--- config.mk ---
export PLATFORM = sky130hd
export DESIGN_NAME = motion_top
export DESIGN_NICKNAME = d
export VERILOG_FILES = /design/src/hdl/motion_pkg.sv /design/src/hdl/basis_if.sv /design/src/hdl/heading_control.sv /design/src/hdl/heading_basis.sv /design/src/hdl/camera_position.sv /design/src/hdl/motion_top.sv
export VERILOG_INCLUDE_DIRS = /design/src /design/src/include
export SDC_FILE = /design/constraint.sdc
export NUM_CORES = 1
export LEC_CHECK = 0
export BUFFER_PORTS_ARGS = -buffer_cell sky130_fd_sc_hd__buf_2
export CORE_MARGIN = 1.5
export CORE_UTILIZATION = 46
export CTS_CLUSTER_DIAMETER = 80
export DETAILED_ROUTE_END_ITERATION = 7
export PLACE_DENSITY = 0.78
export SYNTH_ARGS = -nofsm -noshare
export SYNTH_HDL_FRONTEND = slang
export SYNTH_SLANG_ARGS = --single-unit
--- constraint.sdc ---
create_clock -name clock -period 7 [get_ports clock]
set_clock_uncertainty 0.2 [all_clocks]
set_input_delay 0.7 -clock clock [delete_from_list [all_inputs] [get_ports clock]]
set_output_delay 0.7 -clock clock [all_outputs]
set_load 0.02 [all_outputs]
--- src/include/motion_defines.svh ---
`ifndef MOTION_DEFINES_SVH
`define MOTION_DEFINES_SVH

// signed Q6.12 coordinates
`define COORD_W 18
`define FRAC_BITS 12

// heading in 1.5 degree steps
`define ANGLE_W 8
`define ANGLE_STEPS 240
`define QUARTER_STEPS 60

// one turn allowed every TURN_DIVIDE clocks
`define TURN_DIVIDE 10

// 1/64 unit per move
`define STEP_SHIFT 6

// reset z of the camera origin, in whole units
`define START_Z (-10)

`endif

--- src/quarter_sine.hex ---
// sin(k * 1.5 deg) for k = 0 to 60, unsigned Q6.12, one word per line
00000
0006B
000D6
00141
001AC
00217
00281
002EA
00354
003BC
00424
0048B
004F2
00557
005BC
0061F
00682
006E3
00744
007A2
00800
0085C
008B7
00910
00968
009BD
00A12
00A64
00AB5
00B03
00B50
00B9B
00BE4
00C2B
00C6F
00CB2
00CF2
00D30
00D6B
00DA4
00DDB
00E10
00E42
00E71
00E9E
00EC8
00EF0
00F15
00F38
00F57
00F74
00F8F
00FA6
00FBB
00FCE
00FDD
00FEA
00FF3
00FFA
00FFF
01000

--- src/hdl/motion_pkg.sv ---
`include "motion_defines.svh"

package motion_pkg;

	// signed fixed point, FRAC_BITS of fraction
	typedef logic signed [`COORD_W-1:0] coord_t;

	// heading step index, 0 to ANGLE_STEPS-1
	typedef logic [`ANGLE_W-1:0] angle_t;

	// which 90 degree sector the heading is in
	typedef enum logic [1:0] {
		quad_0,
		quad_1,
		quad_2,
		quad_3
	} quadrant_e;

endpackage

--- src/hdl/basis_if.sv ---
`timescale 1ns/1ps

// horizontal parts of the camera basis; the y parts are always zero
interface basis_if import motion_pkg::*; ();
	coord_t u_x;
	coord_t u_z;
	coord_t n_x;
	coord_t n_z;

	modport source (
		output u_x,
		output u_z,
		output n_x,
		output n_z
	);

	modport sink (
		input u_x,
		input u_z,
		input n_x,
		input n_z
	);
endinterface

--- src/hdl/heading_control.sv ---
`timescale 1ns/1ps
`include "motion_defines.svh"

module heading_control import motion_pkg::*; (
	input logic clock,
	input logic reset,
	input logic update_position,
	input logic turn_left,
	input logic turn_right,
	output angle_t angle
);
	localparam int CNT_W = $clog2(`TURN_DIVIDE);

	// free running, turns only land on count 0
	logic [CNT_W-1:0] rate_count;
	logic turn_slot;

	assign turn_slot = update_position && (rate_count == '0);

	always_ff @(posedge clock) begin
		if (reset) begin
			rate_count <= '0;
		end else if (rate_count == CNT_W'(`TURN_DIVIDE - 1)) begin
			rate_count <= '0;
		end else begin
			rate_count <= rate_count + 1'b1;
		end
	end

	always_ff @(posedge clock) begin
		if (reset) begin
			angle <= '0;
		end else if (turn_slot) begin
			// right wins when both are held
			if (turn_right) begin
				if (angle == '0)
					angle <= angle_t'(`ANGLE_STEPS - 1);
				else
					angle <= angle - 1'b1;
			end else if (turn_left) begin
				if (angle == angle_t'(`ANGLE_STEPS - 1))
					angle <= '0;
				else
					angle <= angle + 1'b1;
			end
		end
	end

	assert property (@(posedge clock) disable iff (reset)
		angle < angle_t'(`ANGLE_STEPS));

	assert property (@(posedge clock) disable iff (reset)
		rate_count < CNT_W'(`TURN_DIVIDE));

endmodule

--- src/hdl/heading_basis.sv ---
`timescale 1ns/1ps
`include "motion_defines.svh"

module heading_basis import motion_pkg::*; (
	input logic clock,
	input logic reset,
	input angle_t angle,
	basis_if.source basis
);
	localparam int IDX_W = $clog2(`QUARTER_STEPS + 1);
	localparam coord_t ONE = coord_t'(1 << `FRAC_BITS);

	// sin from 0 to 90 degrees with entry 60 exactly one
	coord_t quarter_sine [0:`QUARTER_STEPS];

	quadrant_e quadrant;
	angle_t offset;
	logic [IDX_W-1:0] idx_r;
	logic [IDX_W-1:0] idx_m;
	coord_t tab_r;
	coord_t tab_m;
	coord_t cos_val;
	coord_t sin_val;

	initial begin
		$readmemh("/design/src/quarter_sine.hex", quarter_sine);
	end

	// split heading into sector and position inside it
	always_comb begin
		quadrant = quadrant_e'(2'(angle / `QUARTER_STEPS));
		offset = angle_t'(angle % `QUARTER_STEPS);
		idx_r = IDX_W'(offset);
		idx_m = IDX_W'(`QUARTER_STEPS) - idx_r;
	end

	assign tab_r = quarter_sine[idx_r];
	assign tab_m = quarter_sine[idx_m];

	// fold the quarter wave out to the full circle
	always_comb begin
		case (quadrant)
			quad_0: begin
				cos_val = tab_m;
				sin_val = tab_r;
			end
			quad_1: begin
				cos_val = -tab_r;
				sin_val = tab_m;
			end
			quad_2: begin
				cos_val = -tab_m;
				sin_val = -tab_r;
			end
			quad_3: begin
				cos_val = tab_r;
				sin_val = -tab_m;
			end
		endcase
	end

	// u = (cos, 0, sin), n = (-sin, 0, cos)
	always_ff @(posedge clock) begin
		if (reset) begin
			basis.u_x <= ONE;
			basis.u_z <= '0;
			basis.n_x <= '0;
			basis.n_z <= ONE;
		end else begin
			basis.u_x <= cos_val;
			basis.u_z <= sin_val;
			basis.n_x <= -sin_val;
			basis.n_z <= cos_val;
		end
	end

	assert property (@(posedge clock) disable iff (reset)
		idx_r <= IDX_W'(`QUARTER_STEPS) && idx_m <= IDX_W'(`QUARTER_STEPS));

endmodule

--- src/hdl/camera_position.sv ---
`timescale 1ns/1ps
`include "motion_defines.svh"

module camera_position import motion_pkg::*; (
	input logic clock,
	input logic reset,
	input logic update_position,
	input logic move_left,
	input logic move_right,
	input logic move_up,
	input logic move_down,
	input logic move_forward,
	input logic move_backward,
	basis_if.sink basis,
	output coord_t origin_x,
	output coord_t origin_y,
	output coord_t origin_z
);
	// world up is fixed at (0, 1, 0)
	localparam coord_t UP_Y = coord_t'(1 << `FRAC_BITS);
	localparam coord_t START_Z = coord_t'(`START_Z * (1 << `FRAC_BITS));

	coord_t u_term_x;
	coord_t u_term_z;
	coord_t up_term_y;
	coord_t n_term_x;
	coord_t n_term_z;

	// signed step along v, sign picked first, then scaled down
	function automatic coord_t step_term(
		input coord_t v,
		input logic plus,
		input logic minus,
		input logic plus_wins
	);
		coord_t t;
		if (plus && (plus_wins || !minus))
			t = v;
		else if (minus)
			t = -v;
		else
			t = '0;
		return t >>> `STEP_SHIFT;
	endfunction

	// left beats right, up beats down, forward beats backward
	assign u_term_x = step_term(basis.u_x, move_right, move_left, 1'b0);
	assign u_term_z = step_term(basis.u_z, move_right, move_left, 1'b0);
	assign up_term_y = step_term(UP_Y, move_up, move_down, 1'b1);
	assign n_term_x = step_term(basis.n_x, move_forward, move_backward, 1'b1);
	assign n_term_z = step_term(basis.n_z, move_forward, move_backward, 1'b1);

	always_ff @(posedge clock) begin
		if (reset) begin
			origin_x <= '0;
			origin_y <= '0;
			origin_z <= START_Z;
		end else if (update_position) begin
			origin_x <= origin_x + u_term_x + n_term_x;
			origin_y <= origin_y + up_term_y;
			origin_z <= origin_z + u_term_z + n_term_z;
		end
	end

	assert property (@(posedge clock) disable iff (reset)
		!update_position |=> $stable({origin_x, origin_y, origin_z}));

endmodule

--- src/hdl/motion_top.sv ---
`timescale 1ns/1ps

module motion_top import motion_pkg::*; (
	input logic clock,
	input logic reset,
	input logic update_position,
	input logic turn_left,
	input logic turn_right,
	input logic move_left,
	input logic move_right,
	input logic move_up,
	input logic move_down,
	input logic move_forward,
	input logic move_backward,
	output coord_t origin_x,
	output coord_t origin_y,
	output coord_t origin_z,
	output coord_t u_x,
	output coord_t u_z,
	output coord_t n_x,
	output coord_t n_z
);
	angle_t heading;

	basis_if basis_bus ();

	heading_control heading_control0 (
		.clock(clock),
		.reset(reset),
		.update_position(update_position),
		.turn_left(turn_left),
		.turn_right(turn_right),
		.angle(heading)
	);

	heading_basis heading_basis0 (
		.clock(clock),
		.reset(reset),
		.angle(heading),
		.basis(basis_bus.source)
	);

	camera_position camera_position0 (
		.clock(clock),
		.reset(reset),
		.update_position(update_position),
		.move_left(move_left),
		.move_right(move_right),
		.move_up(move_up),
		.move_down(move_down),
		.move_forward(move_forward),
		.move_backward(move_backward),
		.basis(basis_bus.sink),
		.origin_x(origin_x),
		.origin_y(origin_y),
		.origin_z(origin_z)
	);

	assign u_x = basis_bus.u_x;
	assign u_z = basis_bus.u_z;
	assign n_x = basis_bus.n_x;
	assign n_z = basis_bus.n_z;

endmodule

==> flow_metrics.tcl <==
set metrics [dict create \
    core_sq_um 6719 \
    synth_cell_types 57 \
    rsz0062_at_grt "no" \
    drt_iter0_drc 99 \
    fin_tns_setup_ps 0 \
    end_kind "register" \
    cpMostUsedCell "a21o_1" \
    vias 2596 \
    power_density_nw_per_um2 182.6 \
    drtPass1Iterations 4 \
    nets 468 \
    status "finished clean" \
    layout.cells.non_filler 520 \
    synth_compound_area_frac 0.1244 \
    start_util 0.4732 \
    post-place-cells 513 \
    place_ws_ps 3486 \
    multiInputGateArea_sq_um 1998 \
    worstHoldPathCells 2 \
    synth.area.mux_share 0.05037 \
    cp_cell_sequence "buf_2 > nand3b_1 > inv_1 > ha_1 > a21o_1 > a21o_1 > a22oi_1 > mux2i_1 > nor3_1 > or3b_1" \
    final-hold-violation-count 0 \
    insertion_delay_ps 290 \
    synth_seq_cells 37 \
    dp_hpwl_um 4291 \
    yosys.area_share.adder 0.06926 \
    crit_required_ps 6980 \
    gp_congestion 0.8595 \
    grt.overflow.total 0 \
    layout_common_cells "conb_1, buf_2, nor2_1" \
    timing.rr.start "heading_basis0.basis.u_x[12]" \
    maxCapViolCount 0 \
    r2r_slack_ps 3810 \
    critPathKind "in2reg" \
    synth_area_sq_um 3179 \
    cts-resized-gates 0 \
    worst-path-max-fanout 10 \
    postSynthCellCount 403 \
    hp-class "reg2reg" \
    wire_per_inst_um 11.25 \
    vdd_drop_max_mv 0.07285 \
    fp.dieH_um 86.14 \
    final_common_cell "conb_1" \
    grt_usage 0.1503 \
    start_kind "input port" \
    die_area_sq_um 7419 \
    drive_above_1_share 0.1364 \
    cts_buffers 5 \
    avgSynthCellArea_sq_um 7.889 \
    path_clk_slew_ps 70 \
    area_delta_synth_final_pct 0.4328 \
    row_count 30 \
    synth_top_family_by_area "buffers and inverters" \
    viasPerCell 4.992 \
    portBuffers 46 \
    fill_cells 640 \
    cts-root-buf "clkbuf_8" \
    synthArstFlopShare 0 \
    ys.flop_type "dfxtp_1" \
    die_w_um 86.14 \
    finalPower_uw 583.0 \
    synthXorXnorAreaFrac 0.07713 \
    cts_htree_levels 2 \
    slowest_delay_ps 400 \
    drcViolationCount 0 \
    synth_top_area_cell "dfxtp_1" \
    max_slew_margin 0.4633 \
    critPathArrivalTime_ps 3250 \
    yosys_warnings 0 \
    clockBufferDepth 2 \
    reg2reg_depth 9 \
    grt_pass1_wl_um 9121 \
    min_to "camera_position0.origin_x[10]" \
    drv_slew 0 \
    synth-edff-count 0 \
    fin_crit_sh 0.4676 \
    synth_simple_gate_area_share 0.2035 \
    grt_pass1_vias 2057 \
    cts_tree "yes" \
    p_leak_uw 0.001656 \
    holdBufCountCts 0 \
    setup_viol 0 \
    yosysTopAreaCellShare 0.2330 \
    ios 137 \
    ant_nets 0 \
    synth.area.top_cells "dfxtp_1, buf_4, ha_1" \
    reg2reg_to "camera_position0.origin_z[17]" \
    register_area_sq_um 740.7 \
    antenna_found_initial 0 \
    min_period_ps 3274 \
    critPathLaunch "move_forward" \
    grt_max_degree 41 \
    post_cts_buffers 0 \
    seq_area_frac_synth 0.2330 \
    antennaDiodeCount 0 \
    worstMarginPinSlew_ps 805.1 \
    min-delay-start "camera_position0.origin_x[10]" \
    cts_sinks 37 \
    fmax_mhz 305.5 \
    drt-total-wl_um 5852 \
    finalWorstSetupSlack_ps 3726 \
    critPathSlowestCell "inv_1" \
]
[layout make-up]
class | instances | share of cell area
inverters | 10 | 0.01176
well taps | 80 | 0.03135
flip-flops and latches | 37 | 0.2320
clock buffers | 7 | 0.02704
repair buffers | 46 | 0.07210
multi-input cells | 340 | 0.6258
[cells in the mapped netlist (2+ instances only)]
master,instances
buf_4,89
nor2_1,42
dfxtp_1,37
nand2_1,28
xor2_1,17
ha_1,16
mux2i_1,16
o21ai_0,16
nor3_1,13
xnor2_1,11
nand3_1,10
a21oi_1,9
clkbuf_1,9
inv_1,8
a21o_1,6
and3_1,6
nand2b_1,4
nand4_1,4
nor3b_1,4
a22oi_1,3
and2_1,3
buf_1,3
o211ai_1,3
o21a_1,3
or3_1,3
or4_1,3
a211oi_1,2
a221oi_1,2
and4_1,2
nor2b_1,2
o21ai_1,2
or2_2,2
[per-stage QoR]
step	util	area (sq um)	hold WS (ps)
6_report	0.4752	3193	305.9
5_1_grt	0.4752	3193	331.2
4_1_cts	0.4752	3193	308.8
3_5_place_dp	0.4624	3107	298.0
3_3_place_gp	0.4624	3107	289.5
2_1_floorplan	-	3506	373.2
[how the worst max path moves through the flow]
stage                                          to  slack (ps)  depth (start not counted)
CTS                 camera_position0.origin_z[17]        3770                         10
floorplan           camera_position0.origin_z[17]        3930                          9
detailed placement  camera_position0.origin_z[17]        3490                         10
finish              camera_position0.origin_z[17]        3730                         10
global placement    camera_position0.origin_z[17]        3550                         10
global route        camera_position0.origin_z[17]        3540                         10
[sequential cells by signal, summed over array words and instances (netlist names)]
name                       count
camera_position0.origin_y     12
heading_basis0.basis.u_x       1
camera_position0.origin_z     12
camera_position0.origin_x     12
[where the power goes]
part,internal (uW),total [uW],switching (uW)
logic,57.6,183,125
clock network,78.2,153,75.2
registers,226,247,20.3
total,362,583,221
[critical path, delay by kind of cell]
kind	cells	cell delay, ps
compound gates	3	660
buf+inv	2	500
mux	1	270
fa+ha+maj	1	360
simple gates	3	760
[layer usage]
metal  track usage  vias up  wire length, um
met5             0        -                0
met4       0.05572        0               98
met3       0.02791        8              383
met2        0.2491      136             2721
met1        0.1945     1178             2649
li1              -     1274                -
[logic make-up after synthesis]
family,count (synthesis)
XOR/XNOR,28
flip-flops,37
AND/OR/NAND/NOR,132
buffers and inverters,113
multiplexers,16
AO/OA/AOI/OAI,59
adder cells (fa/ha/maj),17
other,1
No activity file was read; power rests on OpenSTA's default activity.
